--- src/hw/soc_pkg.sv ---
package soc_pkg;

    //////////////////////////////////////////////////
    // Bus widths
    //////////////////////////////////////////////////

    localparam int unsigned DATA_W = 32;
    localparam int unsigned BE_W   = DATA_W / 8;

    //////////////////////////////////////////////////
    // Address map
    //////////////////////////////////////////////////

    localparam logic [DATA_W-1:0] SRAM_BASE   = 32'h8000_0000;
    localparam logic [DATA_W-1:0] PERIPH_BASE = 32'h2000_0000;

    // Host window folded onto the SRAM, upper bound exclusive
    localparam logic [DATA_W-1:0] REMAP_LO = 32'h3000_0000;
    localparam logic [DATA_W-1:0] REMAP_HI = 32'h8000_0000;

    // GPIO register offsets
    localparam logic [3:0] REG_GPIO_OUT  = 4'h0;
    localparam logic [3:0] REG_GPIO_OEB  = 4'h4;
    localparam logic [3:0] REG_GPIO_IN   = 4'h8;
    localparam logic [3:0] REG_ERR_COUNT = 4'hC;

    // Data returned on unmapped accesses
    localparam logic [DATA_W-1:0] ERR_RDATA = '0;

endpackage
--- src/hw/addr_decoder.sv ---
`timescale 1ns/1ps

module addr_decoder #(
    parameter int unsigned SRAM_WORDS = 256
) (
    input  logic                       win_req_i,
    input  logic [soc_pkg::DATA_W-1:0] win_addr_i,

    output logic                       sram_req_o,
    output logic                       gpio_req_o,
    output logic                       illegal_o
);
    import soc_pkg::*;

    // Window ends, both exclusive
    localparam logic [DATA_W-1:0] SRAM_END   = SRAM_BASE + DATA_W'(SRAM_WORDS * 4);
    localparam logic [DATA_W-1:0] PERIPH_END = PERIPH_BASE + DATA_W'(16);

    logic in_sram;
    logic in_gpio;

    assign in_sram = (win_addr_i >= SRAM_BASE) && (win_addr_i < SRAM_END);
    assign in_gpio = (win_addr_i >= PERIPH_BASE) && (win_addr_i < PERIPH_END);

    //////////////////////////////////////////////////
    // One-hot target select
    //////////////////////////////////////////////////

    always_comb begin
        sram_req_o = 1'b0;
        gpio_req_o = 1'b0;
        illegal_o  = 1'b0;
        if (win_req_i) begin
            if (in_sram) begin
                sram_req_o = 1'b1;
            end else if (in_gpio) begin
                gpio_req_o = 1'b1;
            end else begin
                // Unmapped, answered by the error responder
                illegal_o = 1'b1;
            end
        end
    end

endmodule

--- config.mk ---
export PLATFORM = sky130hd
export DESIGN_NAME = addr_decoder
export DESIGN_NICKNAME = d
export VERILOG_FILES = /design/src/hw/soc_pkg.sv /design/src/hw/addr_decoder.sv
export SDC_FILE = /design/constraint.sdc
export NUM_CORES = 1
export LEC_CHECK = 0
export BUFFER_PORTS_ARGS = -buffer_cell sky130_fd_sc_hd__buf_2
export CORE_AREA = 2 2 39 41
export DETAILED_ROUTE_END_ITERATION = 8
export DIE_AREA = 0 0 41 43
export SLEW_MARGIN = 0
export SYNTH_ARGS = -nofsm -noshare
export SYNTH_HDL_FRONTEND = slang
export SYNTH_SLANG_ARGS = --single-unit
--- constraint.sdc ---
create_clock -name vclk -period 1.9
set_input_delay 0 -clock vclk [all_inputs]
set_output_delay 0 -clock vclk [all_outputs]
set_load 0.02 [all_outputs]
## Word-level counts from Yosys, hierarchy flattened

Index checks and enable logic that the tools add are counted.

- Bits in registers: 0
- Bits of input ports: 33
- Output and inout bits: 3
- Word-level logic and storage cells: 14

- $lt $le $gt $ge: 4
- Multiplexer cells: 8
- Reduce and logical (&&, ||, !) cells: 2

Operator list:

| cell | number |
|---|---|
| 32-bit by 30-bit greater-or-equal comparator with 1-bit output, second input constant | 1 |
| 32-bit greater-or-equal comparator, second input constant | 1 |
| 32-bit by 30-bit less-than comparator with 1-bit output, second input constant | 1 |
| 32-bit less-than comparator, second input constant | 1 |
| 1-bit two-way mux | 8 |
| 1-bit logical AND | 2 |

## Logic depth before layout (Yosys ltp)

- Word-level depth: 5
- Gate-level depth with buffers: 3
- Mapped depth without buffers: 3

## Worst setup path after synthesis

OpenSTA, ideal clock, no wires.

- Path kind: in2out
- Start: input win_addr_i[19] (netlist bit)
- End: output sram_req_o
- Arrival time: 924 ps
- Data required time: 1900 ps
- Path slack: 976 ps
- Cell stages on the path: 3
- Path buffers: 0
- Cells stage by stage: nor4_2 > nand3_2 > nor4b_2

- Word-level cells in the longest chain between the ends: 4
- Elaborated cells between the ends (all ways): 5
- Classes of those cells: order compare: 2; mux: 2; reduce/logical: 1

Ends and longest elaborated chain:

| element | RTL line | source |
|---|---|---|
| start, declared | addr_decoder.sv:7 | `input logic [soc_pkg::DATA_W-1:0] win_addr_i,` |
| 32-bit greater-or-equal comparator or 32-bit less-than comparator (tied branches) | addr_decoder.sv:22 | `assign in_sram = (win_addr_i >= SRAM_BASE) && (win_addr_i < SRAM_END);` |
| 1-bit logical AND (*) | addr_decoder.sv:22 |  |
| 1-bit two-way mux (*) | addr_decoder.sv:34 | `if (in_sram) begin` |
| 1-bit two-way mux (*) | addr_decoder.sv:33 | `if (win_req_i) begin` |
| end, declared | addr_decoder.sv:9 | `output logic sram_req_o,` |

Mark *: on every way between the ends. The rest lies on a longest branch, timed or not.

## Worst setup path in the final report

- Start: input win_addr_i[11] (netlist bit)
- End: output illegal_o

- Word-level cells in the longest chain between the ends: 5
- Elaborated cells between the ends (all ways): 9
- Classes of those cells: order compare: 4; mux: 3; reduce/logical: 2

Ends and longest elaborated chain:

| element | RTL line | source |
|---|---|---|
| 32-bit by 30-bit greater-or-equal comparator with 1-bit output or 32-bit by 30-bit less-than comparator with 1-bit output (tied branches) | addr_decoder.sv:23 | `assign in_gpio = (win_addr_i >= PERIPH_BASE) && (win_addr_i < PERIPH_END);` |
| 1-bit logical AND | addr_decoder.sv:23 |  |
| 1-bit two-way mux | addr_decoder.sv:36 | `end else if (in_gpio) begin` |
| 1-bit two-way mux (*) | addr_decoder.sv:34 |  |
| 1-bit two-way mux (*) | addr_decoder.sv:33 |  |
| end, declared | addr_decoder.sv:11 | `output logic illegal_o` |

Marked as above.

==> flow_metrics.tcl <==
set metrics [dict create \
    grt_pass1_vias 253 \
    netlist_instances 16 \
    routed_wl_um 513 \
    power_density_mw_per_mm2 138 \
    areaGrowthSynthToFinish_pct 126 \
    hp-class "input port to output port" \
    clockBufferCount 0 \
    drt_iter0_drc 0 \
    grt_start_max_net_pins 4 \
    rsz0062_at_grt "no" \
    crit_slowest_cell "o31a_1" \
    setup_violations 0 \
    path_cells "buf_2 > nor4_2 > nand3_2 > o31a_1 > buf_2" \
    outcome "finished clean" \
    criticalPathCategory "input port to output port" \
    min_period_ns 1.03 \
    core_area_mm2 0.00138 \
    whs_ns 0.349 \
    final_common_cell "buf_2" \
    row_count 14 \
    cp.required_ns 1.90 \
    max_stage_delay_ns 0.32 \
    p_leak_nw 0.148 \
    fp.dieArea_mm2 0.00176 \
    antenna_cells 0 \
    die_w_um 41 \
    slew_violations 0 \
    layout_common_cells "buf_2, nor4_2, nor4_1" \
    syn-num-nets 49 \
    place_congestion 0.631 \
    hold_start "win_req_i" \
    detail-route-antenna-nets 0 \
    fin_setup_tns_ns 0 \
    yosysWarnings 0 \
    overflow 0 \
    crit_family "simple AND/OR/NAND/NOR gates" \
    max-vdd-ir-drop_uv 35.2 \
    critical_path.endpoint_type "output port" \
    ys_types 11 \
    fin_crit_sh_pct 54.1 \
    tightest_slew_ns 0.369 \
    path_buf_inv 2 \
    final-seq-area_um2 0 \
    initial_core_util_pct 10.3 \
    ios 36 \
    syn_area_um2 143 \
    final_net_count 83 \
    drc_errors 0 \
    multi_input_area_um2 139 \
    crit_path_start "win_addr_i[11]" \
    wl_per_cell_um 8.02 \
    ctsResizeCount 0 \
    antenna_found_initial 0 \
    die_h_um 43 \
    dr.pass1.iters 1 \
    port_buffers 32 \
    num_vias 254 \
    syn_area_per_cell_um2 8.91 \
    drv_cap 0 \
    seq_cell_count 0 \
    hold_buffers 0 \
    drive_gt1_share_pct 79.2 \
    post_cts_buffers 0 \
    grt.total_usage_pct 5.89 \
    crit_top_cell "buf_2" \
    vias_per_cell 3.97 \
    fmax_mhz 973 \
    cp_max_fo 3 \
    synth-seq-area-share_pct 0 \
    hold_viol_final 0 \
    worstPathArrival_ns 1.03 \
    grt_pass1_wl_um 779 \
    cp-start-kind "input port" \
    nFillCells 155 \
    relSlewSlack_pct 75.0 \
]
## worst min-delay path, cell delays in order
cell    delay, ns
buf_2        0.11
o31a_1       0.09
buf_2        0.15
## area by class of cell
type,count,area share [%]
well taps,16,6.20
repair buffers,32,49.6
multi-input cells,15,43.0
inverters,1,1.16
## metal layers
metal | global-route usage [%] | routed length, µm | vias up
li1 | - | - | 133
met5 | 0 | 0 | -
met2 | 14.1 | 251 | 24
met4 | 0 | 0 | 0
met1 | 4.43 | 171 | 97
met3 | 0 | 90 | 0
## final timing paths
check	depth (start not counted)	endpoint
worst max-delay path	5	illegal_o
worst min-delay path	3	illegal_o
## through the flow
| stage | setup WS, ns | area (µm²) | power (mW) | util [%] | instances |
|---|---|---|---|---|---|
| after CTS | 0.849 | 323 | 0.0453 | 23.3 | 64 |
| after global routing | 0.777 | 323 | 0.0496 | 23.3 | 64 |
| after global placement | 0.869 | 323 | 0.0442 | 23.3 | 64 |
| after detailed placement | 0.848 | 323 | 0.0452 | 23.3 | 64 |
| final | 0.872 | 323 | 0.0447 | 23.3 | 64 |
| after floorplan | 0.976 | 143 | 0.0103 | - | 16 |
## report_power, final
group,switching (mW),internal [mW]
clock network,0,0
logic,0.0176,0.0271
registers,0,0
total,0.0176,0.0271
## synth_stat cells
master   number  area [µm²]
nor4_2        3        37.5
nor2b_1       1        6.26
nor4_1        3        18.8
inv_1         1        3.75
nand2_1       2        7.51
nor4_4        1        21.3
nor4b_2       1        15.0
nand3_2       1        10.0
nor4b_1       1        8.76
a21oi_1       1        5.00
o31a_1        1        8.76
## cell families after synthesis
| group | count (synthesis) | synth area share (%) |
|---|---|---|
| and+or+nand+nor | 13 | 87.7 |
| AOI/OAI and AO/OA | 2 | 9.65 |
| buffers and inverters | 1 | 2.63 |
Note: power is estimated with default switching activity, not from simulation.
