## config.mk

```make
export PLATFORM = sky130hd
export DESIGN_NAME = response_mux
export DESIGN_NICKNAME = d
export VERILOG_FILES = /design/src/hw/soc_pkg.sv /design/src/hw/response_mux.sv
export SDC_FILE = /design/constraint.sdc
export NUM_CORES = 1
export LEC_CHECK = 0
export ABC_AREA = 1
export BUFFER_PORTS_ARGS = -buffer_cell sky130_fd_sc_hd__buf_2
export CAP_MARGIN = 20
export CORE_MARGIN = 2
export CORE_UTILIZATION = 32
export DETAILED_ROUTE_END_ITERATION = 7
export PLACE_DENSITY = 0.93
export REMOVE_ABC_BUFFERS = 1
export SETUP_SLACK_MARGIN = 0.05
export SLEW_MARGIN = 20
export SYNTH_ARGS = -nofsm -noshare
export SYNTH_HDL_FRONTEND = slang
export SYNTH_SLANG_ARGS = --single-unit
```

## constraint.sdc

```tcl
create_clock -name clk_i -period 2.9 [get_ports clk_i]
set_input_delay 0.58 -clock clk_i [delete_from_list [all_inputs] [get_ports clk_i]]
set_output_delay 0.58 -clock clk_i [all_outputs]
set_load 0.005 [all_outputs]
```

## src/hw/soc_pkg.sv

```systemverilog
package soc_pkg;

    //////////////////////////////////////////////////
    // Bus widths
    //////////////////////////////////////////////////

    localparam int unsigned DATA_W = 32;
    localparam int unsigned BE_W   = DATA_W / 8;

    //////////////////////////////////////////////////
    // Address map
    //////////////////////////////////////////////////

    localparam logic [DATA_W-1:0] SRAM_BASE   = 32'h8000_0000;
    localparam logic [DATA_W-1:0] PERIPH_BASE = 32'h2000_0000;

    // Host window folded onto the SRAM, upper bound exclusive
    localparam logic [DATA_W-1:0] REMAP_LO = 32'h3000_0000;
    localparam logic [DATA_W-1:0] REMAP_HI = 32'h8000_0000;

    // GPIO register offsets
    localparam logic [3:0] REG_GPIO_OUT  = 4'h0;
    localparam logic [3:0] REG_GPIO_OEB  = 4'h4;
    localparam logic [3:0] REG_GPIO_IN   = 4'h8;
    localparam logic [3:0] REG_ERR_COUNT = 4'hC;

    // Data returned on unmapped accesses
    localparam logic [DATA_W-1:0] ERR_RDATA = '0;

endpackage
```

## src/hw/response_mux.sv

```systemverilog
`timescale 1ns/1ps

module response_mux (
    input  logic                       clk_i,
    input  logic                       rst_n_i,

    input  logic                       accept_i,
    input  logic                       win_host_i,
    input  logic                       sram_req_i,
    input  logic                       gpio_req_i,
    input  logic [soc_pkg::DATA_W-1:0] sram_rdata_i,
    input  logic [soc_pkg::DATA_W-1:0] gpio_rdata_i,

    output logic                       core_rvalid_o,
    output logic [soc_pkg::DATA_W-1:0] core_rdata_o,
    output logic                       host_rvalid_o,
    output logic [soc_pkg::DATA_W-1:0] host_rdata_o
);
    import soc_pkg::*;

    // Response source encoding
    localparam logic [1:0] SRC_SRAM = 2'd0;
    localparam logic [1:0] SRC_GPIO = 2'd1;
    localparam logic [1:0] SRC_ERR  = 2'd2;

    logic              valid_q;
    logic              host_q;
    logic [1:0]        src_q;
    logic [DATA_W-1:0] rdata_sel;

    // Capture owner and source at acceptance
    always_ff @(posedge clk_i or negedge rst_n_i) begin
        if (!rst_n_i) begin
            valid_q <= 1'b0;
            host_q  <= 1'b0;
            src_q   <= SRC_ERR;
        end else begin
            valid_q <= accept_i;
            if (accept_i) begin
                host_q <= win_host_i;
                if (sram_req_i) begin
                    src_q <= SRC_SRAM;
                end else if (gpio_req_i) begin
                    src_q <= SRC_GPIO;
                end else begin
                    src_q <= SRC_ERR;
                end
            end
        end
    end

    always_comb begin
        case (src_q)
            SRC_SRAM: rdata_sel = sram_rdata_i;
            SRC_GPIO: rdata_sel = gpio_rdata_i;
            default:  rdata_sel = ERR_RDATA;
        endcase
    end

    // Steer the response back to whoever was granted
    assign core_rvalid_o = valid_q & ~host_q;
    assign host_rvalid_o = valid_q & host_q;
    assign core_rdata_o  = rdata_sel;
    assign host_rdata_o  = rdata_sel;

endmodule

```

* Word-level counts from Yosys, hierarchy flattened
Index checks and enable logic that the tools add are counted.
Cells by class: eq/ne operators 1, muxes and demuxes 3, bitwise gates (word level) 3, reduce and logical (&&, ||, !) cells 1
Operator list (count):
- case mux 32 bit (2 select lines) | 1
- 2-to-1 mux 2 bit | 2
- AND 1 bit | 2
- equality test 2 x 1 -> 1 bit (second input constant) | 1
- logical NOT 2 bit | 1
- NOT 1 bit | 1
Word-level totals: register bits 4, input bits 70, output and inout bits 66, word-level logic and storage cells 11

* Logic depth before layout (Yosys ltp)
depth in word-level cells 2, gate-level depth with buffers 6, depth with buffers taken out 3

* Worst setup path after synthesis
OpenSTA, ideal clock, no wires.
path type register to output, start reg src_q[1], end out host_rdata_o[0] (netlist bit), arrival 1.048 ns, required time 2.320 ns, slack 1.272 ns, cell stages (with the launch flop) 6, path buffers 2, path through dfstp_2 > inv_1 > buf_6 > nand3_1 > nand2_1 > buf_4
Between the ends: word-level cells in the longest chain between the ends 2, elaborated cells between the ends (all ways) 3, those cells by class eq/ne (1); mux (1); reduce/logical (1)
Ends and longest elaborated chain:
- from (decl) | line response_mux.sv:28 | logic [1:0] src_q;
- from (signal assigned) | line response_mux.sv:36 | src_q <= SRC_ERR;
- from (signal assigned) | line response_mux.sv:42 | src_q <= SRC_SRAM;
- from (signal assigned) | line response_mux.sv:44 | src_q <= SRC_GPIO;
- equality test 2 x 1 -> 1 bit / logical NOT 2 bit (equally long branches) | line response_mux.sv:53 | case (src_q)
- case mux 32 bit (2 select lines) (*) | line response_mux.sv:53
- to (decl) | line response_mux.sv:17 | output logic [soc_pkg::DATA_W-1:0] host_rdata_o
Mark *: on every way between the ends. The rest lies on a longest branch, timed or not.

* Final worst setup path
start reg src_q[1], end out host_rdata_o[14] (netlist bit)
The elaborated chain is that of the path after synthesis.

==> metrics <==
status completed; Num CTS Buffers 3; Max clock buf depth 2; Critical R2R Capture src_q[0]; Clock Sinks 4; Mapped Area 912 µm²; clock skew 0 ps; max cap viols 0; # rows 19; number of global-route vias before repair approximately 1100; relative slew slack 0.395; Resized cells post-CTS 0; worst path arrival time between 1500 and 2000 ps; die area 3290 µm²; DR pass1 iterations 4; Final period util 0.787; DRT iter0 DRCs 53; Slew @ Worst Pin around 900 ps; # nets final around 330; reg-to-reg slack, setup approximately 2000 ps; Hold Buf Count CTS 0; Total GRT Usage 0.157; P&R area growth vs syn 45.4%; # H-tree levels 1; Leak about 0.96 nW; Residual DRC 0; Setup crit end host_rdata_o[14]; post-synth cell types 10; Total Wirelength between 2000 and 3000 µm; Via-to-Cell Ratio around 4.4; Synth Instances 160; Synth Warn # 0; Setup Crit Path Kind flop to output pin; Critical Path, Cell by Cell inv_1 -> nand3_1 -> nand2_1 -> buf_2; Core Box Area around 2700 µm²; fmax about 440 MHz; # port buffers 135; total power 0.406 mW; Critical path origin src_q[1]; clock root cell clkbuf_4; die height roughly 57 µm; CTS tree built; peak supply drop ~0.19 mV; Worst Reg-to-Reg Cells 3; max-slew violations 0; Slowest cell on crit path inv_1; WL per Instance slightly below 10 µm; initial antenna violation count 0; Final Hold Viols 0; sequential element share of the synthesized area 0.111; worst slack after detailed placement roughly 860 ps; wire length of the first global-routing pass 4220 µm; Hold Crit Class input port to async pin; Final min period between 2000 and 2500 ps; Final setup violation count 0; Placed Instances 285; GP Congestion about 0.77; Layout fillers 298; sequential standard cell area between 100 and 150 µm²; Critical Path Source Type flop; Worst Path Max Fanout 32; Post-CTS Setup Repair Bufs 0; RSZ-0062 raised after global routing no; IO Count between 100 and 150; Crit path largest cell delay between 600 and 700 ps; worst skew pair latency ~240 ps; syn avg cell area ~5.7 µm²; PwrDens 306 nW/µm²; Final TNS setup 0 ps; Final HPWL DP roughly 2200 µm; share of layout cells above drive strength 1 0.547; Initial Util 0.334; critical path required time approximately 2300 ps; Final WS setup roughly 620 ps; Synth Register Bits 4; total congestion overflow 0; Layout Cells excl Fill ~290; routed via count approximately 1300; post-route ant nets 0; Crit. End Element output pin; largest net degree at the start of global routing 34; CTS clk-pin slew, worst paths 40 ps; Multi-input gate area ~460 µm²; R2R Path Start src_q[0]; # diodes 0; Chip Width 57.4 µm
## per-layer routing
layer  part of all wire  GRT usage  vias to the layer above
met3              0.099     0.0181                        6
met2               0.50      0.299                       78
li1                   -          -                      665
met5                  0          0                        -
met1               0.38      0.172                      536
met4              0.015     0.0698                        0
## power breakdown
part	total [mW]	switching, mW	internal [mW]
logic	0.264	0.135	0.129
clock network	0.0780	0.0262	0.0518
registers	0.0646	0.00354	0.0611
total	0.406	0.165	0.241
## placed cells by master, fill, tap and decap left out, drive strengths merged
| master | instances |
|---|---|
| buf | 136 |
| nand2 | 73 |
| nand3 | 33 |
| inv | 5 |
| clkbuf | 4 |
| dfrtp | 3 |
| nor2 | 3 |
| dfstp | 1 |
## worst min path at each step
stage | start | end | slack [ps] | cells past startpoint
floorplan | rst_n_i | host_q | 280 | 0
global placement | rst_n_i | host_q | 380 | 1
detailed placement | rst_n_i | host_q | 390 | 1
CTS | rst_n_i | host_q | 130 | 1
global route | rst_n_i | host_q | 140 | 1
finish | rst_n_i | host_q | 130 | 1
## worst max-delay path: cells and delay by family (launching register included)
kind	cells	cell delay [ps]
buf+inv	2	780
flops	1	380
simple gates	2	310
## synth_stat cells
library cell,count,share of area
nor2_4,1,0.012
dfstp_2,1,0.029
dfrtp_1,3,0.082
buf_4,32,0.26
nand2_1,73,0.30
nor2_1,2,0.0082
inv_1,5,0.021
buf_2,3,0.016
buf_6,7,0.086
nand3_1,33,0.18
## state kept, by name, summed over array words and instances, names as in the netlist
register,count
src_q,2
host_q,1
valid_q,1
## final cells by class
cell class	count	area share
Clock buffer	4	0.0198
Inverter	5	0.0142
Timing Repair Buffer	136	0.515
Tap cell	31	0.0292
Multi-Input combinational cell	109	0.345
Sequential cell	4	0.0764
## logic make-up (layout without fill, tap and decap cells)
| kind of cell | count (synthesis) | after routing | synth area share |
|---|---|---|---|
| buffers and inverters | 47 | 145 | 0.387 |
| flip-flops | 4 | 4 | 0.111 |
| AND/OR/NAND/NOR | 109 | 109 | 0.502 |
## through the flow
step	cell area, µm²	util	hold slack, ps
6_report	1330	0.485	130
5_1_grt	1330	0.485	139
4_1_cts	1330	0.485	130
3_5_place_dp	1300	0.476	387
3_3_place_gp	1300	0.476	383
2_1_floorplan	578	-	284
Note: power is estimated with default switching activity, not from simulation.
