## src/hw/soc_pkg.sv

```systemverilog
package soc_pkg;

    //////////////////////////////////////////////////
    // Bus widths
    //////////////////////////////////////////////////

    localparam int unsigned DATA_W = 32;
    localparam int unsigned BE_W   = DATA_W / 8;

    //////////////////////////////////////////////////
    // Address map
    //////////////////////////////////////////////////

    localparam logic [DATA_W-1:0] SRAM_BASE   = 32'h8000_0000;
    localparam logic [DATA_W-1:0] PERIPH_BASE = 32'h2000_0000;

    // Host window folded onto the SRAM, upper bound exclusive
    localparam logic [DATA_W-1:0] REMAP_LO = 32'h3000_0000;
    localparam logic [DATA_W-1:0] REMAP_HI = 32'h8000_0000;

    // GPIO register offsets
    localparam logic [3:0] REG_GPIO_OUT  = 4'h0;
    localparam logic [3:0] REG_GPIO_OEB  = 4'h4;
    localparam logic [3:0] REG_GPIO_IN   = 4'h8;
    localparam logic [3:0] REG_ERR_COUNT = 4'hC;

    // Data returned on unmapped accesses
    localparam logic [DATA_W-1:0] ERR_RDATA = '0;

endpackage
```

## src/hw/gpio_regs.sv

```systemverilog
`timescale 1ns/1ps

module gpio_regs #(
    parameter int unsigned NUM_GPIO = 24
) (
    input  logic                       clk_i,
    input  logic                       rst_n_i,

    input  logic                       gpio_req_i,
    input  logic [soc_pkg::DATA_W-1:0] addr_i,
    input  logic                       we_i,
    input  logic [soc_pkg::DATA_W-1:0] wdata_i,
    input  logic                       illegal_i,

    output logic [soc_pkg::DATA_W-1:0] rdata_o,

    // Pads
    input  logic [NUM_GPIO-1:0]        gpio_i,
    output logic [NUM_GPIO-1:0]        gpio_o,
    output logic [NUM_GPIO-1:0]        gpio_oeb_no
);
    import soc_pkg::*;

    logic [NUM_GPIO-1:0] gpio_out_q;
    logic [NUM_GPIO-1:0] gpio_oeb_q;
    logic [NUM_GPIO-1:0] gpio_in_q;
    logic [DATA_W-1:0]   err_count_q;
    logic [3:0]          offset;
    logic                wr_en;

    assign offset = addr_i[3:0];
    assign wr_en  = gpio_req_i & we_i;

    //////////////////////////////////////////////////
    // Control registers
    //////////////////////////////////////////////////

    always_ff @(posedge clk_i or negedge rst_n_i) begin
        if (!rst_n_i) begin
            gpio_out_q  <= '0;
            gpio_oeb_q  <= '1;
            err_count_q <= '0;
        end else begin
            if (wr_en && offset == REG_GPIO_OUT) begin
                gpio_out_q <= wdata_i[NUM_GPIO-1:0];
            end
            if (wr_en && offset == REG_GPIO_OEB) begin
                gpio_oeb_q <= wdata_i[NUM_GPIO-1:0];
            end
            // Saturates at all ones
            if (illegal_i && err_count_q != '1) begin
                err_count_q <= err_count_q + 1'b1;
            end
        end
    end

    // Pin sampling and read data
    always_ff @(posedge clk_i) begin
        gpio_in_q <= gpio_i;
        if (gpio_req_i) begin
            rdata_o <= '0;
            if (!we_i) begin
                case (offset)
                    REG_GPIO_OUT:  rdata_o <= DATA_W'(gpio_out_q);
                    REG_GPIO_OEB:  rdata_o <= DATA_W'(gpio_oeb_q);
                    REG_GPIO_IN:   rdata_o <= DATA_W'(gpio_in_q);
                    REG_ERR_COUNT: rdata_o <= err_count_q;
                    default:       rdata_o <= '0;
                endcase
            end
        end
    end

    assign gpio_o      = gpio_out_q;
    assign gpio_oeb_no = gpio_oeb_q;

endmodule

```

## config.mk

```make
export PLATFORM = sky130hd
export DESIGN_NAME = gpio_regs
export DESIGN_NICKNAME = d
export VERILOG_FILES = /design/src/hw/soc_pkg.sv /design/src/hw/gpio_regs.sv
export SDC_FILE = /design/constraint.sdc
export NUM_CORES = 1
export LEC_CHECK = 0
export ABC_AREA = 1
export BUFFER_PORTS_ARGS = -buffer_cell sky130_fd_sc_hd__buf_4
export CAP_MARGIN = 10
export CELL_PAD_IN_SITES_DETAIL_PLACEMENT = 0
export CELL_PAD_IN_SITES_GLOBAL_PLACEMENT = 1
export CORE_UTILIZATION = 34
export DETAILED_ROUTE_END_ITERATION = 8
export HOLD_SLACK_MARGIN = 0.08
export PLACE_DENSITY_LB_ADDON = 0.1
export SLEW_MARGIN = 5
export SYNTH_ARGS = -nofsm -noshare
export SYNTH_HDL_FRONTEND = slang
export SYNTH_SLANG_ARGS = --single-unit
```

## constraint.sdc

```tcl
create_clock -name clk_i -period 1.5 [get_ports clk_i]
set_input_delay 0.3 -clock clk_i [delete_from_list [all_inputs] [get_ports clk_i]]
set_output_delay 0.3 -clock clk_i [all_outputs]
set_load 0.02 [all_outputs]
```

Yosys cells after proc, flatten, opt, wreduce, memory -nomap -nowiden:

Cells that the tools add are included.

* bits in registers: 136
* bits of input ports: 93

* add/subtract/negate cells: 1
* eq/ne operators: 4
* multiplexer cells: 1
* bitwise gates (word level): 1
* reductions and logical operators: 4

Operator list (number)
* $pmux 32 s4: 1
* $add 32x1->32 const B: 1
* $ne 32x32->1 const B: 1
* $eq 4x4->1 const B: 2
* $eq 4x3->1 const B: 1
* $logic_not 4->1: 1
* $logic_and 1x1->1: 3
* $and 1x1->1: 1

Logic depth before layout (Yosys ltp):

Gate-level depths: netlist of the first run.

* depth in word-level cells: 2
* mapped depth: 11
* depth with buffers taken out: 10

Least setup slack after synthesis of the first run:

OpenSTA, ideal clock, no wires.

* kind: reg2reg
* start: register err_count_q[0]
* end: register err_count_q[20]
* setup time: 0.116 ns
* data arrival time: 1.438 ns
* required time: 1.384 ns
* path slack: -0.054 ns
* stages on the path, launching flop included: 12
* path buffers: 1
* period minus slack after synthesis: 1.554 ns
* path through: dfrtp_1 ha_1 nand3_2 clkinv_2 nand2_4 nor2_8 nand2_4 nand2_4 inv_2 buf_6 nand2_1 nand2_1

* longest elaborated chain between the ends: 2
* elaborated cells on any way between the ends: 3

RTL lines
* start: declaration: line gpio_regs.sv:27 `logic [DATA_W-1:0] err_count_q;`
* start signal: assignment: line gpio_regs.sv:52 `err_count_q <= err_count_q + 1'b1;`
* parallel branches: the longest is 2 deep, another holds $add 32x1->32

Several ways; the timed one is not identified.
A chain may end at the register's enable or synchronous reset.

Final worst setup path of the first run:

* start: register err_count_q[0]
* end: register err_count_q[5]

Same word-level chain as after synthesis.

==> flow_results.org, run 1 <==
** Timing
- Number of setup violations in the final report :: 0
- Unrepaired setup endpoints after global routing :: yes
- The clock arrives with 0.00854 ns of skew.
- For this run, the top clock speed supported by timing is 669 MHz.
- Smallest hold slack :: 0.125 ns
- Max-slew headroom :: 0.696
- For the pin with the worst max-slew slack, the measured transition is 0.456 ns.
- The hold violation count in the final report is 0.
- The clock period could shrink to 1.49 ns.
- The final count of pins violating max slew was 0.
- Period utilisation layout :: 0.997
- Slack of the critical path :: 0.00502 ns

** Layout
- Number of cells in the finished layout apart from fillers :: 1270
- Diodes inserted :: 0
- Across the whole layout, storage elements account for 0.00348 mm2.
- Fill cell count :: 1727
- Number of nets in the final layout :: 1122
- Share of layout cells above drive strength 1 :: 0.323
- The multi-input combinational cells in the finished layout cover a total of 0.00234 mm2.
- The finished cells cover 0.00925 mm2.
- Area overhead of the layout relative to synthesis :: 46.5%

** Power
- Fraction of power spent switching nets :: 0.287
- Cell Pwr Density :: 1140 mW/mm2
- Of the total power, combinational logic draws 0.187.
- For this design the total switching power over the nets is 3030 uW.
- In this run the static leakage power is 0.00432 uW.
- Clock power frac :: 0.383
- Internal cell power :: 7520 uW
- Peak VDD IR :: 0.669 mV
- The share of total power dissipated in sequential elements is 0.430.
- Total power of the final layout :: 10500 uW

** Yosys
- A synthesized cell averages 8.05 um2.
- Counting flops with an async set or reset pin after synthesis yields a share of 0.588.
- By area the synthesized netlist is led by sky130_fd_sc_hd__dfrtp_1 (22%), sky130_fd_sc_hd__edfxtp_1 (15%), sky130_fd_sc_hd__nand2_1 (13%), sky130_fd_sc_hd__dfstp_2 (10%), sky130_fd_sc_hd__inv_1 (8.3%).
- Instance count of the mapped netlist :: 784
- Counting every net in the synthesized netlist gives 878.
- Yosys mapped a number of flops with a built-in enable equal to 32.
- Warnings, synthesis :: 0
- Of the post-synthesis cell area, the dominant cell type holds 0.222.
- In this run, distinct cell masters in the synthesized netlist total 30.
- Primary FF master, synth :: sky130_fd_sc_hd__dfrtp_1
- Post-synthesis instance area :: 0.00631 mm2
- Number of synthesized register bits :: 136
- Post-synthesis cell type with the largest combined area :: sky130_fd_sc_hd__dfrtp_1
- Sequential share of the synthesized area :: 0.550

** Setup path
- For the worst setup path, the data required time is 1.79 ns.
- Critical path launch point type :: register
- STA classifies the critical path endpoint as a register.
- On the worst path, the slowest cell contributes a delay of 0.41 ns.
- For the worst flop-to-flop path, the logic depth is 9.
- Cells traversed along the worst timing path :: ha_4 -> nand3_4 -> clkinv_4 -> nand2_4 -> nor2_8 -> nand2_4 -> nand2_8 -> buf_6 -> o21ai_0
- Flop2flop setup slack :: 0.005 ns
- Data arrival time of the worst path :: 1.79 ns
- Critical-path top delay cell :: sky130_fd_sc_hd__dfrtp_1
- The critical path is of the register to register type.
- In this run the worst path has a maximum fanout of 9.
- Worst reg2reg startpoint :: err_count_q[0]
- Critical R2R Capture :: err_count_q[5]
- By instance count, the cell type seen most on the critical path is sky130_fd_sc_hd__nand2_4.
- Worst Setup SP :: err_count_q[0]

** Die
- Measured along the x axis, the die boundary spans 138 um.
- Die height :: 138 um
- The floorplan step defined a die boundary enclosing 0.0191 mm2.
- The core region is 0.0181 mm2.
- Standard-cell row count :: 49
- The initial utilization of the core area, before any placement, comes to 0.349.
- Number of top-level pins :: 173

** Clock network
- Clk_lat worst skew :: 0.42 ns
- Longest Clk Path Bufs :: 2
- Root Driver :: sky130_fd_sc_hd__clkbuf_16
- TritonCTS built the clock tree.
- Count of H-tree levels built during CTS :: 4
- TritonCTS Buffers :: 17
- TritonCTS sink count :: 136
- CTS clock-pin slew for the worst setup and hold paths :: 0.06 ns

** Flow run
- MaxCap Viol Count :: 0

** Min path
- Number of cells on the worst hold path :: 3
- In this run the most critical hold path is launched from wdata_i[22].
- The min-delay analysis places its worst path in the category input port to register.
- Hold path endpoint :: gpio_oeb_no[22]

** Drt
- Iteration-0 DRC count of the detailed router :: 276
- The pre-antenna-repair detailed-routing pass consisted of 4 iterations.
- For this block, the via count after detailed routing is 5793.
- In the routed layout, each cell is associated on average with a via count of 4.56.
- In the final routed layout, each cell accounts on average for 14.7 um.
- Residual DRC :: 0
- The detail route stage leaves a number of antenna-violating nets equal to 0.
- The routed design has 18600 um of wire.

** Global route
- Global-route wire length before repair :: 30000 um
- Vias in the first global route :: 5893
- Entering global routing, the biggest net connects 49 pins.
- The number of antenna violations at the first check in global routing came to 0.
- Aggregate global routing overflow :: 0
- Across every metal layer, demand over resource in global routing totals 0.203.

** Place
- DP HPWL :: 13800 um
- Pre-CTS WS :: -0.0965 ns
- Weighted congestion at the end of routability-driven global placement :: 0.889
- After detailed placement, the total cell area comes to 0.00821 mm2.
- Input and output buffers added on the ports amount to 136.
- # placed instances :: 1207

** Status
- Run status :: complete, no violations
layer usage:
metal / track usage / share of wire / up-vias / wire, um
li1: - / - / 2951 / -
met5: 0 / 0 / - / 0
met1: 0.255 / 0.46 / 2706 / 8530
met4: 0.0603 / 0.011 / 0 / 206
met2: 0.341 / 0.48 / 123 / 9020
met3: 0.0561 / 0.048 / 13 / 888
cell families after synthesis:
| group | synth area share |
|---|---|
| adders and majority gates | 0.00198 |
| buffers and inverters | 0.104 |
| and+or+nand+nor | 0.242 |
| AOI/OAI and AO/OA | 0.0888 |
| DFF | 0.550 |
| xor gates and xnor gates | 0.0125 |
metrics by stage:
stage | TNS [ns] | utilization
global placement | -1.33 | 0.454
global route | -1.12 | 0.511
detailed placement | -2.42 | 0.454
finish | 0 | 0.511
floorplan | 0 | -
CTS | -0.00294 | 0.502
worst max-delay path by stage:
stage                                  to  slack [ns]  cells after the start
final                      err_count_q[5]       0.005                      9
after global routing      err_count_q[12]       -0.06                     10
after CTS                  err_count_q[2]      -0.002                     10
after detailed placement  err_count_q[13]        -0.1                     10
after global placement    err_count_q[14]       -0.07                      7
after floorplan           err_count_q[20]       0.002                     11
cells in the mapped netlist (all sizes together), types with 10 or more instances:
library cell / count
inv: 140
nand3: 29
dfxtp: 24
dfrtp: 56
clkbuf: 19
o21ai: 51
nor3: 10
edfxtp: 32
dfstp: 24
nand4: 11
o22ai: 48
nor2: 102
nand2: 216
cells in the final DEF (no fill, tap or decap), types with 8 or more instances in the layout:
cell type,count
sky130_fd_sc_hd__buf_4,220
sky130_fd_sc_hd__nand2_1,203
sky130_fd_sc_hd__inv_1,139
sky130_fd_sc_hd__nor2_1,74
sky130_fd_sc_hd__dfrtp_1,53
sky130_fd_sc_hd__o21ai_0,50
sky130_fd_sc_hd__o22ai_1,48
sky130_fd_sc_hd__edfxtp_1,32
sky130_fd_sc_hd__nand3_1,26
sky130_fd_sc_hd__dlygate4sd3_1,25
sky130_fd_sc_hd__dfxtp_1,24
sky130_fd_sc_hd__dfstp_2,24
sky130_fd_sc_hd__nor2_2,21
sky130_fd_sc_hd__clkbuf_16,17
sky130_fd_sc_hd__nand4_1,11
sky130_fd_sc_hd__nand2_2,10
sky130_fd_sc_hd__nor3_1,8
sky130_fd_sc_hd__xor2_1,8
area by class of cell:
class | instances | area share
multi-input cells | 479 | 0.253
well taps | 229 | 0.0310
inverters | 141 | 0.0586
clock inverters | 12 | 0.0127
flip-flops and latches | 136 | 0.376
clock buffers | 20 | 0.0483
repair buffers | 253 | 0.220
flip-flops by register name, summed over array words and instances (netlist names):
name	cells
err_count_q	32
gpio_in_q	24
gpio_o	24
gpio_oeb_no	24
rdata_o	32
worst max-delay path: cells and delay by family (launching register included):
kind	cells	cell delay [ns]
AOI/OAI and AO/OA	1	0.07
adders and majority gates	1	0.17
buffers and inverters	2	0.21
DFF	1	0.41
and+or+nand+nor	5	0.49
timing repair:
item	CTS	global route
setup endpoints to repair	29	31
hold endpoints to repair	83	0
buffers inserted	2	4
resized for setup	16	40
hold buffers	25	0
pin swaps	2	6
power groups by stage:
stage               sequential [uW]  combinational [uW]  clock, uW
finish                         4530                1970       4040
global route                   4590                2160       4310
CTS                            4540                1970       4140
detailed placement             4610                1860          0
global placement               4600                1820          0
floorplan                      4920                 538          0
Note: power is estimated with default switching activity, not from simulation.
==> run 2, diff against run 1 <==
- clock period: 1.5 -> 1.2 ns (I/O delays scaled with it)
==> run 2 against run 1 <==
- the run now ends with design-rule violations, negative setup slack left
- non-clock buffer count increased by 99
- core utilization increased by 7.6 points
- count of clock-buffer cells in the layout increased by 2
- global-route usage increased by 1.1 points
- die area unchanged
- first-iteration DRC count increased by 18%
- final cell count increased by 7.8%
- final area increased by 15%
- flip-flop and latch count unchanged
- critical path depth increased by 1
==> flow_results.org, run 2 (synthesized netlist as in run 1, its figures left out) <==
** Setup path
- Traced cell by cell, the critical path runs through ha_4 -> nand3_4 -> clkinv_4 -> nand2_4 -> nor2_8 -> nand2_8 -> nand2_8 -> buf_8 -> nand2_1 -> nand2_1.
- Critical Path Max Stage Delay :: 0.44 ns
- Data arrival time of the worst path :: 1.82 ns
- Critical setup path kind :: register to register
- STA classifies the critical path startpoint as a register.
- Data on the critical path is required at its endpoint by 1.50 ns.
- The number of cells on the worst reg-to-reg path is 10.
- The largest individual stage delay along the critical path comes from the cell sky130_fd_sc_hd__dfrtp_2.
- Of all nets on the critical path, the largest fanout is 9.
- Kind of capture point of the worst setup path :: register

** Clock network
- The root buffer cell chosen for the clock tree is sky130_fd_sc_hd__clkbuf_16.
- Count of H-tree levels built during CTS :: 4
- Clock tree from TritonCTS :: yes
- The later pin in the worst-skew pair is clocked with a latency of 0.42 ns.
- TritonCTS sink count :: 136
- Counting along the longest clock path gives a buffer depth of 2.
- TritonCTS Buffers :: 17
- CTS clock-pin slew for the worst setup and hold paths :: 0.06 ns

** Power
- Internal cell power :: 10100 uW
- P_sw :: 3950 uW
- Of the total power, combinational logic draws 0.245.
- VDD sags by at most 0.846 mV.
- In this run the static leakage power is 0.00493 uW.
- Total power of the final layout :: 14100 uW
- Of the total power, registers draw 0.405.
- Cell Pwr Density :: 1320 mW/mm2
- Of the total power, the clock network draws 0.350.
- Of the total power, the share spent switching nets is 0.281.

** Min path
- Hold WC Path Type :: input port to async pin

** Timing
- Period utilisation layout :: 1.26
- Setup repair after global routing could not meet its margin everywhere.
- In the post-route analysis, the smallest setup slack over all paths is -0.315 ns.
- Number of setup violations in the final report :: 67
- The final count of pins violating max slew came to 0.
- Clock tree skew after final layout :: 0.0130 ns
- Maximum operating frequency :: 660 MHz
- Subtracting the final worst setup slack from the clock period gives 1.51 ns.
- Slew at the pin with the worst max-slew slack :: 0.302 ns
- Adding up every negative setup slack in the final design gives -11.76 ns.
- In this run the tightest slew margin relative to its limit is 0.799.
- Number of hold-slack violations in the final timing report :: 0

** Place
- After legalization and detailed placement, the total HPWL measured 14200 um.
- During placement, the flow inserted port buffers numbering 136.
- Routability-driven placement finished with a final weighted congestion of 0.871.

** Global route
- The number of global-route vias before repair came to 6384.
- Number of antenna violations at the first check in global routing :: 0
- Global-route wire length before repair :: 31700 um
- Aggregate global routing overflow :: 0
- Entering global routing, the biggest net connects 35 pins.
- Across every metal layer, demand over resource in global routing totals 0.214.

** Die
- Die ar. :: 0.0191 mm2
- Die X :: 138 um
- From bottom edge to top edge, the die measures 138 um.
- Area of the core region :: 0.0181 mm2
- The initial utilization of the core area, before any placement, comes to 0.349.
- Pin placement for this block handled 173 I/O pins.
- Standard-cell row count :: 49

** Drt
- Wires add up to 20100 um.
- The first detailed-routing pass took 7 iterations.
- Detailed-route wire length per cell :: 14.7 um
- Routed vias :: 6291
- In the routed layout, each cell is associated on average with a via count of 4.60.
- For this block, the initial DRC count from the detailed router was 327.
- Number of antenna-violating nets in the routed design :: 0
- After detailed routing, the number of remaining DRC violations is 2.

** Status
- Run status :: complete, but fails checks
- The final reports fail on design-rule violations, negative setup slack.

** Layout
- Total area of multi-input combinational cells :: 0.00254 mm2
- The net count of the finished layout is 1221.
- Largest regs :: err_count_q x32, rdata_o x32
- Share of layout cells above drive strength 1 :: 0.399
- The area growth from synthesis to layout is 68.4%.
- In the layout the commonest cells are sky130_fd_sc_hd__buf_4 (202), sky130_fd_sc_hd__nand2_1 (197), sky130_fd_sc_hd__inv_1 (127).
- After filler insertion, the fill cell instance count of the layout stands at 1626.
- Sequential cell area in the final layout :: 0.00348 mm2
- The library cell used most frequently in the layout, excluding fill and tap cells, is sky130_fd_sc_hd__buf_4.
- Diodes inserted :: 0

** Flow run
- MaxCap Viol Count :: 0
==> run 2: repair_timing <==
action                                  CTS  global route
hold buffers                             49             0
endpoints found under the setup margin   99           127
hold endpoints to repair                112             0
gates resized for setup                  94           110
pin swaps                                 9            26
cloned                                    0             1
buffers inserted                         47            11
==> run 2: critical path, delay by kind of cell (launching register included) <==
| kind | cells | cell delay (ns) |
|---|---|---|
| adders and majority gates | 1 | 0.18 |
| buffers and inverters | 2 | 0.23 |
| DFF | 1 | 0.44 |
| and+or+nand+nor | 7 | 0.54 |
==> run 2: path summary, 6_finish.rpt <==
check,startpoint,end,slack (ns)
max,err_count_q[1],err_count_q[31],-0.31
min,rst_n_i,gpio_o[9],0.25
max reg2reg,err_count_q[1],err_count_q[31],-0.31
min reg2reg,gpio_oeb_no[14],gpio_oeb_no[14],0.52
max in group asynchronous,rst_n_i,gpio_oeb_no[17],0.41
min in group clk_i,illegal_i,err_count_q[16],0.29
==> run 2: stage by stage <==
step / setup WS [ns] / hold slack [ns] / instances / instance area, um2 / utilization
floorplan: -0.269 / -0.0556 / 784 / 6360 / -
global route: -0.381 / 0.259 / 1369 / 10600 / 0.588
CTS: -0.282 / 0.247 / 1363 / 10200 / 0.562
detailed placement: -0.393 / 0.137 / 1235 / 8430 / 0.466
finish: -0.315 / 0.252 / 1369 / 10600 / 0.588
global placement: -0.379 / 0.135 / 1235 / 8430 / 0.466
==> run 2: area by class of cell <==
type / instances / share of cell area
clock inverter: 10 / 0.00600
multi-input combinational: 479 / 0.239
inverter: 141 / 0.0524
sequential: 136 / 0.327
timing repair buffer: 352 / 0.302
tap: 229 / 0.0270
clock buffer: 22 / 0.0467
==> run 2: power by group through the flow <==
stage / Clock (uW) / Combinational (uW) / Sequential, uW
final: 4910 / 3440 / 5700
after global routing: 5240 / 3710 / 5750
after CTS: 5040 / 3250 / 5660
after detailed placement: 0 / 2380 / 5750
after global placement: 0 / 2340 / 5740
after floorplan: 0 / 676 / 6160
==> run 2: layer usage <==
metal,wire length [um],global-route usage,vias up
li1,-,-,3159
met1,9140,0.279,2962
met2,9740,0.356,144
met3,914,0.0468,26
met4,281,0.0627,0
met5,0,0,-
