$ cat config.mk
export PLATFORM = sky130hd
export DESIGN_NAME = obi_priority_mux
export DESIGN_NICKNAME = d
export VERILOG_FILES = /design/src/hw/soc_pkg.sv /design/src/hw/obi_priority_mux.sv
export SDC_FILE = /design/constraint.sdc
export NUM_CORES = 1
export LEC_CHECK = 0
export BUFFER_PORTS_ARGS = -buffer_cell sky130_fd_sc_hd__buf_2
export CAP_MARGIN = 40
export CORE_AREA = 2 2 84 86
export DETAILED_ROUTE_END_ITERATION = 16
export DIE_AREA = 0 0 86 88
export GPL_TIMING_DRIVEN = 0
export PLACE_DENSITY = 0.55
export SYNTH_ARGS = -nofsm -noshare
export SYNTH_HDL_FRONTEND = slang
export SYNTH_SLANG_ARGS = --single-unit
$ cat constraint.sdc
create_clock -name vclk -period 1.12
set_clock_uncertainty 0.15 [all_clocks]
set_input_delay 0.056 -clock vclk [all_inputs]
set_output_delay 0.056 -clock vclk [all_outputs]
set_load 0.05 [all_outputs]
$ cat src/hw/soc_pkg.sv
package soc_pkg;

    //////////////////////////////////////////////////
    // Bus widths
    //////////////////////////////////////////////////

    localparam int unsigned DATA_W = 32;
    localparam int unsigned BE_W   = DATA_W / 8;

    //////////////////////////////////////////////////
    // Address map
    //////////////////////////////////////////////////

    localparam logic [DATA_W-1:0] SRAM_BASE   = 32'h8000_0000;
    localparam logic [DATA_W-1:0] PERIPH_BASE = 32'h2000_0000;

    // Host window folded onto the SRAM, upper bound exclusive
    localparam logic [DATA_W-1:0] REMAP_LO = 32'h3000_0000;
    localparam logic [DATA_W-1:0] REMAP_HI = 32'h8000_0000;

    // GPIO register offsets
    localparam logic [3:0] REG_GPIO_OUT  = 4'h0;
    localparam logic [3:0] REG_GPIO_OEB  = 4'h4;
    localparam logic [3:0] REG_GPIO_IN   = 4'h8;
    localparam logic [3:0] REG_ERR_COUNT = 4'hC;

    // Data returned on unmapped accesses
    localparam logic [DATA_W-1:0] ERR_RDATA = '0;

endpackage
$ cat src/hw/obi_priority_mux.sv
`timescale 1ns/1ps

module obi_priority_mux (
    input  logic                       host_en_i,

    // Core data port
    input  logic                       core_req_i,
    output logic                       core_gnt_o,
    input  logic [soc_pkg::DATA_W-1:0] core_addr_i,
    input  logic                       core_we_i,
    input  logic [soc_pkg::BE_W-1:0]   core_be_i,
    input  logic [soc_pkg::DATA_W-1:0] core_wdata_i,

    // Host port
    input  logic                       host_req_i,
    output logic                       host_gnt_o,
    input  logic [soc_pkg::DATA_W-1:0] host_addr_i,
    input  logic                       host_we_i,
    input  logic [soc_pkg::BE_W-1:0]   host_be_i,
    input  logic [soc_pkg::DATA_W-1:0] host_wdata_i,

    // Winning request
    output logic                       win_req_o,
    output logic                       win_host_o,
    output logic [soc_pkg::DATA_W-1:0] win_addr_o,
    output logic                       win_we_o,
    output logic [soc_pkg::BE_W-1:0]   win_be_o,
    output logic [soc_pkg::DATA_W-1:0] win_wdata_o
);
    import soc_pkg::*;

    logic              host_req_gated;
    logic [DATA_W-1:0] host_addr_remap;

    // Host is invisible while disabled
    assign host_req_gated = host_req_i & host_en_i;

    // Fold 0x3xxx_xxxx..0x7xxx_xxxx onto the SRAM window
    always_comb begin
        host_addr_remap = host_addr_i;
        if (host_addr_i >= REMAP_LO && host_addr_i < REMAP_HI) begin
            host_addr_remap = {4'h8, host_addr_i[DATA_W-5:0]};
        end
    end

    // Targets are always ready, so gnt follows req in the same cycle
    assign host_gnt_o = host_req_gated;
    assign core_gnt_o = core_req_i & ~host_req_gated;

    assign win_req_o   = host_req_gated | core_req_i;
    assign win_host_o  = host_req_gated;
    assign win_addr_o  = host_req_gated ? host_addr_remap : core_addr_i;
    assign win_we_o    = host_req_gated ? host_we_i       : core_we_i;
    assign win_be_o    = host_req_gated ? host_be_i       : core_be_i;
    assign win_wdata_o = host_req_gated ? host_wdata_i    : core_wdata_i;

endmodule

* Word-level counts from Yosys, hierarchy flattened *
Cells that the tools add are included.

storage, ports and cells
  word-level logic and storage cells = 12
  output and inout bits = 73
  flip-flop bits (word level) = 0
  input bits = 141

operators by class
  bitwise operators = 4
  reduce and logical (&&, ||, !) cells = 1
  $lt $le $gt $ge = 2
  multiplexer cells = 5

operators with widths
  kind                                                                     count
  32-bit two-way mux                                                       3
  32-bit by 30-bit >= comparator with 1-bit output, second input constant  1
  32-bit less-than comparator, second input constant                       1
  4-bit two-way mux                                                        1
  1-bit AND                                                                2
  1-bit logical AND                                                        1
  1-bit two-way mux                                                        1
  1-bit inverter                                                           1
  1-bit OR                                                                 1

* Logic depth before layout (Yosys ltp) *
Gate-level depths: netlist of the first run.

  depth after elaboration = 4
  depth in mapped cells = 4
  depth with buffers taken out = 3

* Least setup slack after synthesis of the first run *
No wires, ideal clock.

  path kind = input to output
  start point = input host_req_i
  end point = output win_addr_o[30] in the netlist's numbering
  arrival = 1505 ps
  setup slack = -591 ps
  required time = 914 ps
  path buffers = 1
  stages on the path = 4
  cells stage by stage = nand2_4 > inv_4 > buf_8 > o21ai_0

between the ends
  longest elaborated chain between the ends = 2

ends and longest elaborated chain
  what                  line                    RTL
  from (decl)           obi_priority_mux.sv:15  input logic host_req_i,
  1-bit AND             obi_priority_mux.sv:36  assign host_req_gated = host_req_i & host_en_i;
  named net host_gnt_o  obi_priority_mux.sv:16  output logic host_gnt_o,
  32-bit two-way mux    obi_priority_mux.sv:52  assign win_addr_o = host_req_gated ? host_addr_remap : core_addr_i;
  to (decl)             obi_priority_mux.sv:25  output logic [soc_pkg::DATA_W-1:0] win_addr_o,

The timed path passes the listed nets, and every way through them passes these cells.

* Final worst setup path of the first run *
  start point = input host_req_i
  end point = output win_addr_o[2] in the netlist's numbering

between the ends
  longest elaborated chain between the ends = 2

ends and longest elaborated chain
  what                line
  1-bit AND           obi_priority_mux.sv:36
  32-bit two-way mux  obi_priority_mux.sv:52

No other way between the ends.

==> results of run 1 <==
==> cells in the final DEF, fill, tap and decap left out <==
cell and count:
buf_2 144, mux2_4 65, buf_6 51, buf_4 14, buf_8 9, buf_12 7, o21bai_1 2, and3_1 2
a22o_1 2, buf_16 2, clkbuf_16 2, nand2_8 1, inv_12 1, inv_1 1, nand4_1 1, o21ai_1 1
and2_1 1, nand2b_1 1, a211oi_1 1, a21oi_1 1, a21oi_2 1, clkbuf_4 1
==> through the flow <==
stage | instance area, um2 | setup TNS (ns) | hold slack, ns | std cells | total power [mW]
2_1_floorplan | 1200 | -0.209 | 0.184 | 89 | 1.21
3_3_place_gp | 2370 | -11.05 | 0.360 | 383 | 1.64
3_5_place_dp | 2370 | -11.72 | 0.360 | 383 | 1.65
4_1_cts | 2910 | -1.84 | 0.312 | 389 | 1.98
5_1_grt | 2990 | -3.43 | 0.315 | 391 | 2.09
6_report | 2990 | -1.70 | 0.310 | 391 | 2.01
==> layout make-up <==
class / count / area, um2
Buffer: 8 / 143
Fill cell: 613 / 3650
Inverter: 2 / 20.0
Multi-Input combinational cell: 79 / 1090
Tap cell: 80 / 100
Timing Repair Buffer: 222 / 1650
==> per-layer routing <==
metal | global-route usage (%) | share of wire (%) | wire length (um)
met1 | 11.1 | 33 | 1610
met2 | 22.3 | 54 | 2670
met3 | 1.89 | 12 | 607
met4 | 1.01 | 0.93 | 46
met5 | 0 | 0 | 0
==> what timing repair did <==
action | in CTS | in global routing
resized for setup | 143 | 8
pin swaps | 1 | 2
buffers inserted | 4 | 0
cloned | 2 | 2
hold endpoints to repair | 0 | 0
endpoints found under the setup margin | 68 | 68
==> critical path: cells and delay by family <==
kind / cells / cell delay [ns]
and+or+nand+nor: 1 / 0.10
muxes: 1 / 0.30
buffers and inverters: 4 / 0.53
==> worst max-delay path by stage <==
stage                    start               to  slack, ns
floorplan           host_req_i   win_addr_o[30]      -0.21
global placement    host_req_i  win_wdata_o[17]      -0.22
detailed placement  host_req_i  win_wdata_o[16]      -0.23
CTS                  host_en_i   win_addr_o[24]      -0.07
global route        host_req_i    win_addr_o[2]      -0.09
finish              host_req_i    win_addr_o[2]      -0.07
==> power by group <==
part	internal (mW)	switching, mW	leakage (nW)
Clock	0	0	0
Sequential	0	0	0
Combinational	0.930	1.08	1.71
==> cells by family after synthesis <==
kind of cell           after synthesis
buffers and inverters               10
AOI/OAI and AO/OA                    8
and+or+nand+nor                      6
muxes                               65
==> out/qor.yml, run 1 <==
final_layout:
  nClkBuffers: 0
  area_delta_synth_final_pct: 151
  diodes: 0
  drive_gt1_share_pct: 95.8
  final_core_utilization_pct: 45.1
  ff_latch_area_um2: 0
  seq_cells: 0
  num-nets-final: 454
floorplan:
  die_x_um: 86
  start_util_pct: 17.9
  ioPinCount: 214
  core_um2: 6640
  rows: 30
  design.die.area_um2: 7570
  die_y_um: 88
route:
  initialDrtViolationCount: 10
  final_antenna_net_count: 0
  drc: 0
  num_vias: 1629
  wire_per_inst_um: 12.6
  drt-pass1-iter-count: 4
  wl_mm: 4.93
  routed_via_density: 4.17
clocking:
  hold_buffers: 0
global_route:
  grt_pass1_wl_mm: 6.75
  grt_pass1_vias: 1539
  track_usage_pct: 10.6
  gr-total-overflow: 0
  grt_start_max_net_pins: 12
  antenna_found_initial: 0
critical_path:
  path_max_fanout: 5
  cp_slowest_cell: "mux2_4"
  slowest_delay_ns: 0.30
  worstSetupPathType: "input port to output pin"
  crit_path_cell_trace: "buf_8 > nand2_8 > buf_12 > clkbuf_16 > mux2_4 > buf_6"
  crit_arrival_ns: 0.98
  cp-end-kind: "output pin"
  required_ns: 0.91
  start_kind: "input port"
yosys:
  yosysWarnings: 0
  synth_xor_area_share_pct: 0
  synth_top_family_by_area: "multiplexers"
  synth_nets: 230
  synth.mux.area_fraction_pct: 81.2
  synth.yosys.seq_area_share_pct: 0
  synth_simple_gate_area_share_pct: 3.57
  syn-cell-area_um2: 1190
  synthAdderAreaFrac_pct: 0
  synth_area_per_cell_um2: 13.4
  synthTopCellsByCount: "mux2_4 (63), buf_12 (3), buf_6 (3)"
  synthDominantCellAreaShare_pct: 79.3
  synth_compound_area_share_pct: 4.62
  post_synth_inst_count: 89
  ys_types: 18
  synth_top_area_cell: "mux2_4"
  yosysMostFrequentCell: "mux2_4"
  yosys-top-cells-area: "mux2_4 (79%), buf_12 (5.0%), buf_6 (2.8%)"
power_and_ir_drop:
  leakage_nw: 1.71
  power_density_nw_per_um2: 671
  ir_drop_mv: 0.388
worst_hold_path:
  hold-path-endpoint: "win_wdata_o[27]"
  worstHoldPathCells: 3
  hold_path_class: "input port to output pin"
  worstHoldStart: "host_wdata_i[27]"
timing:
  fmax_mhz: 841
  drv_slew: 0
  min_period_ns: 1.19
  tightest_slew_ns: 0.265
  rsz0062_at_grt: "true"
  final.period_utilization_pct: 106
  setup_slack_ns: -0.0697
  setup_viol: 64
  maxSlewHeadroom_pct: 82.2
  hold_viol_final: 0
placement:
  pre_cts_ws_ns: -0.233
  dpl.hpwl_mm: 4.14
  gp_congestion: 0.690
  port_buffers: 214
status:
  violations: "negative setup slack"
  status: "complete, but fails checks"
flow_run:
  cap_violations: 0
No activity file was read; power rests on OpenSTA's default activity.
==> run 2: changes to the inputs <==
--- a/config.mk
+++ b/config.mk
@@ -13,4 +13,5 @@
 export GPL_TIMING_DRIVEN = 0
 export PLACE_DENSITY = 0.55
+export SETUP_SLACK_MARGIN = 0.05
 export SYNTH_ARGS = -nofsm -noshare
 export SYNTH_HDL_FRONTEND = slang
==> constraint.sdc (replaced) <==
create_clock -name vclk -period 1.12
set_clock_uncertainty 0.15 [all_clocks]
set_input_delay 0 -clock vclk [all_inputs]
set_output_delay 0 -clock vclk [all_outputs]
set_load 0.05 [all_outputs]
==> out/qor.yml, run 2 (synthesized netlist as in run 1, its figures left out) <==
floorplan:
  die_x_um: 86  # unchanged
  start_util_pct: 17.9  # unchanged
  design.die.area_um2: 7570  # unchanged
  rows: 30  # unchanged
  core_um2: 6640  # unchanged
  die_y_um: 88  # unchanged
  ioPinCount: 214  # unchanged
critical_path:
  required_ns: 0.97  # +0.06 ns
  worstSetupPathType: "input port to output pin"
  path_max_fanout: 7  # +2
  start_kind: "input port"
  crit_start: "host_req_i"
  cp-end-kind: "output pin"
  crit_path_cell_trace: "buf_12 > nand2_8 > inv_12 > clkbuf_16 > mux2_4 > buf_8"
  slowest_delay_ns: 0.30  # about the same
  cp_slowest_cell: "mux2_4"
  crit_arrival_ns: 0.91  # -0.07 ns
final_layout:
  final_common_cell: "buf_2"
  ff_latch_area_um2: 0  # unchanged
  layout_common_cells: "buf_2 (154), mux2_4 (63), buf_6 (34)"
  area_delta_synth_final_pct: 135
  final_cells: 388  # -0.77%
  seq_cells: 0  # unchanged
  drive_gt1_share_pct: 95.8  # about the same
  fillers: 638  # +4.1%
  final_core_utilization_pct: 42.2  # -2.8 points
  num-nets-final: 451  # -0.66%
  nClkBuffers: 0  # unchanged
  diodes: 0  # unchanged
status:
  status: "finished, final reports clean"
timing:
  min_period_ns: 1.06  # -0.134 ns
  final.period_utilization_pct: 94.2  # -12 points
  rsz0062_at_grt: "true"
  drv_slew: 0  # unchanged
  fmax_mhz: 947  # +13%
  tns_ns: 0  # +1.70 ns
  tightest_slew_ns: 0.273  # +0.00760 ns
  setup_viol: 0  # -100%
  hold_viol_final: 0  # unchanged
  maxSlewHeadroom_pct: 81.7  # -0.51 points
  holdWs_ns: 0.201  # -0.109 ns
route:
  wl_met2_mm: 2.59  # -3.2%
  initialDrtViolationCount: 9  # -1
  drt-pass1-iter-count: 2  # -2
  top_layer: "met4"
  num_vias: 1591  # -2.3%
  final_antenna_net_count: 0  # unchanged
  routed_via_density: 4.10  # -1.6%
  wl_mm: 4.78  # -3.2%
  route.met3.wl_um: 577  # -4.9%
  routedLengthMet1_mm: 1.59  # -1.4%
  drc: 0  # unchanged
  wire_per_inst_um: 12.3  # -2.4%
power_and_ir_drop:
  intPower_mw: 0.841  # -9.6%
  power_density_nw_per_um2: 676  # +0.78%
  leakage_nw: 1.63  # -4.8%
  p_sw_mw: 1.06  # -2.2%
  clockPowerShare_pct: 0  # unchanged
  total_power_mw: 1.90  # -5.6%
  swShare_pct: 55.6  # +1.9 points
  ir_drop_mv: 0.354  # -8.8%
  seqPwrFrac_pct: 0  # unchanged
  combPwrFrac_pct: 100.0  # about the same
global_route:
  antenna_found_initial: 0  # unchanged
  grt_pass1_wl_mm: 6.60  # -2.3%
  gr-total-overflow: 0  # unchanged
  grt_pass1_vias: 1506  # -2.1%
  track_usage_pct: 10.4  # -0.25 points
  grt_start_max_net_pins: 11  # -1
worst_hold_path:
  worstHoldStart: "host_wdata_i[2]"
  hold_path_class: "input port to output pin"
  worstHoldPathCells: 3  # unchanged
placement:
  port_buffers: 214  # unchanged
  dp.cells: 383  # unchanged
  gp_congestion: 0.690  # unchanged
  dpl.hpwl_mm: 4.14  # unchanged
clocking:
  hold_buffers: 0  # unchanged
flow_run:
  cap_violations: 0  # unchanged
[run 2: cell types whose count changed in the layout (fill, tap and decap cells not counted), moves of 2 or more]
| cell | change |
|---|---|
| buf_6 | -17 |
| buf_4 | +11 |
| buf_2 | +10 |
| buf_8 | -5 |
| mux2_2 | +2 |
| mux2_4 | -2 |
[run 2: metrics by stage]
stage / instance area [um2] / setup slack, ns
after global routing: 2810 / 0.0377
after global placement: 2370 / -0.108
after detailed placement: 2370 / -0.121
after CTS: 2710 / 0.00516
final: 2810 / 0.0645
after floorplan: 1200 / -0.0966
[run 2: per-layer routing]
metal  GRT usage, %  up-vias
met5              0        -
met4          0.577        0
met3           1.70        2
met2           21.7      128
met1           11.2      685
li1               -      776
[run 2: cell type report]
type	instances	area [um2]	share of cell area, %
repair buffers	219	1480	52.7
multi-input cells	79	1080	38.4
plain buffers	8	129	4.59
well taps	80	100	3.57
inverters	2	20.0	0.714
[run 2: final timing paths]
| check | slack (ns) | endpoint |
|---|---|---|
| max | 0.06 | win_wdata_o[8] |
| min | 0.20 | win_wdata_o[2] |
[run 2: power by group through the flow]
stage	Sequential (mW)	Clock (mW)	Combinational, mW
global route	0	0	1.98
detailed placement	0	0	1.65
global placement	0	0	1.64
CTS	0	0	1.87
floorplan	0	0	1.21
finish	0	0	1.90
[run 2: what timing repair did]
action / in CTS / in global routing
cloned: 1 / 2
pin swaps: 1 / 1
gates resized for setup: 101 / 11
buffers inserted: 1 / 1
endpoints found under the setup margin: 65 / 65
[run 2: critical path, delay by kind of cell]
family                 cells  cell delay, ns
multiplexers               1            0.30
buffers and inverters      4            0.48
AND/OR/NAND/NOR            1            0.11
==> run 3: changes to the inputs <==
==> constraint.sdc (replaced) <==
create_clock -name vclk -period 1.12
set_clock_uncertainty 0.15 [all_clocks]
set_input_delay 0 -clock vclk [all_inputs]
set_output_delay 0 -clock vclk [all_outputs]
set_load 0.1 [all_outputs]
==> out/qor.yml, run 3 (synthesized netlist as in run 1, its figures left out) <==
timing:
  setup_viol: 0  # unchanged
  hold_viol_final: 0  # unchanged
  rsz0062_at_grt: "true"
  drv_slew: 0  # unchanged
  fmax_mhz: 899  # -5.1%
  holdWs_ns: 0.237  # +0.0360 ns
  maxSlewHeadroom_pct: 67.7  # -14 points
  final.period_utilization_pct: 99.3  # +5.0 points
  tightest_slew_ns: 0.488  # +0.215 ns
  setup_slack_ns: 0.00805  # -0.0564 ns
  min_period_ns: 1.11  # +0.0564 ns
floorplan:
  die_y_um: 88  # unchanged
  design.die.area_um2: 7570  # unchanged
  ioPinCount: 214  # unchanged
  die_x_um: 86  # unchanged
  core_um2: 6640  # unchanged
  start_util_pct: 17.9  # unchanged
  rows: 30  # unchanged
final_layout:
  final_cells: 389  # +0.26%
  drive_gt1_share_pct: 97.1  # +1.3 points
  diodes: 0  # unchanged
  layout_common_cells: "buf_2 (142), mux2_4 (63), buf_12 (33)"
  nClkBuffers: 0  # unchanged
  ff_latch_area_um2: 0  # unchanged
  fillers: 593  # -7.1%
  area_delta_synth_final_pct: 175
  final_common_cell: "buf_2"
  num-nets-final: 452  # +0.22%
  final_core_utilization_pct: 49.3  # +7.1 points
  seq_cells: 0  # unchanged
route:
  wire_per_inst_um: 14.1  # +14%
  final_antenna_net_count: 0  # unchanged
  num_vias: 1623  # +2.0%
  wl_mm: 5.48  # +15%
  drt-pass1-iter-count: 3  # +1
  drc: 0  # unchanged
  initialDrtViolationCount: 18  # +9
  routed_via_density: 4.17  # +1.7%
global_route:
  grt_start_max_net_pins: 11  # unchanged
  grt_pass1_wl_mm: 7.13  # +8.1%
  gr-total-overflow: 0  # unchanged
  antenna_found_initial: 0  # unchanged
  grt_pass1_vias: 1558  # +3.5%
  track_usage_pct: 11.4  # +1.0 points
critical_path:
  slowest_delay_ns: 0.31  # about the same
  start_kind: "input port"
  path_max_fanout: 8  # +1
  cp_slowest_cell: "mux2_4"
  crit_arrival_ns: 0.96  # +0.05 ns
  cp-end-kind: "output pin"
  crit_path_cell_trace: "buf_12 > nand2_8 > inv_16 > clkbuf_16 > mux2_4 > buf_8"
  worstSetupPathType: "input port to output pin"
  required_ns: 0.97  # about the same
worst_hold_path:
  worstHoldPathCells: 3  # unchanged
  worstHoldStart: "core_wdata_i[7]"
  hold_path_class: "input port to output pin"
  hold-path-endpoint: "win_wdata_o[7]"
power_and_ir_drop:
  leakage_nw: 1.80  # +11%
  ir_drop_mv: 0.445  # +26%
  power_density_nw_per_um2: 919  # +36%
status:
  status: "finished, final reports clean"
placement:
  dp.cells: 383  # unchanged
  pre_cts_ws_ns: -0.189  # -0.0682 ns
  dpl.hpwl_mm: 4.02  # -3.0%
  port_buffers: 214  # unchanged
  gp_congestion: 0.763  # +11%
flow_run:
  cap_violations: 0  # unchanged
[run 3: how the worst max path moves through the flow]
stage	from	to	slack (ns)
2_1_floorplan	host_req_i	win_addr_o[31]	0.06
3_3_place_gp	host_req_i	win_wdata_o[15]	-0.19
3_5_place_dp	host_en_i	win_wdata_o[23]	-0.19
4_1_cts	host_req_i	win_addr_o[4]	0.003
5_1_grt	host_en_i	win_wdata_o[29]	-0.02
6_report	host_req_i	win_wdata_o[29]	0.008
[run 3: layer usage]
metal	GRT usage (%)	vias to the layer above	share of wire, %
met5	0	-	0
met4	0	0	0.31
met3	1.23	2	8.4
met2	24.9	101	61
met1	12.0	737	31
li1	-	783	-
[run 3: report_power, final]
part	total (mW)	internal [mW]	switching, mW
clock network	0	0	0
registers	0	0	0
logic	3.01	1.10	1.91
[run 3: critical path: cells and delay by family]
family	cells	cell delay, ns
and+or+nand+nor	1	0.12
buffers and inverters	4	0.52
muxes	1	0.31
[run 3: through the flow]
step | total power [mW] | TNS, ns | area (um2)
6_report | 3.01 | 0 | 3280
3_5_place_dp | 2.44 | -9.72 | 2410
3_3_place_gp | 2.44 | -9.46 | 2410
5_1_grt | 3.09 | -0.166 | 3280
4_1_cts | 2.84 | 0 | 3010
2_1_floorplan | 2.01 | 0 | 1240
[run 3: what timing repair did]
action | CTS | global route
endpoints found under the setup margin | 73 | 61
hold buffers | 0 | 0
endpoints found under the hold margin | 0 | 0
cloned | 2 | 2
buffers inserted | 2 | 0
resized for setup | 164 | 50
[run 3: layout make-up]
cell class	instances	area (um2)	area share, %
timing repair buffer	220	1920	58.5
tap	80	100	3.05
multi-input combinational	79	1100	33.6
buffer	8	136	4.16
inverter	2	23.8	0.725
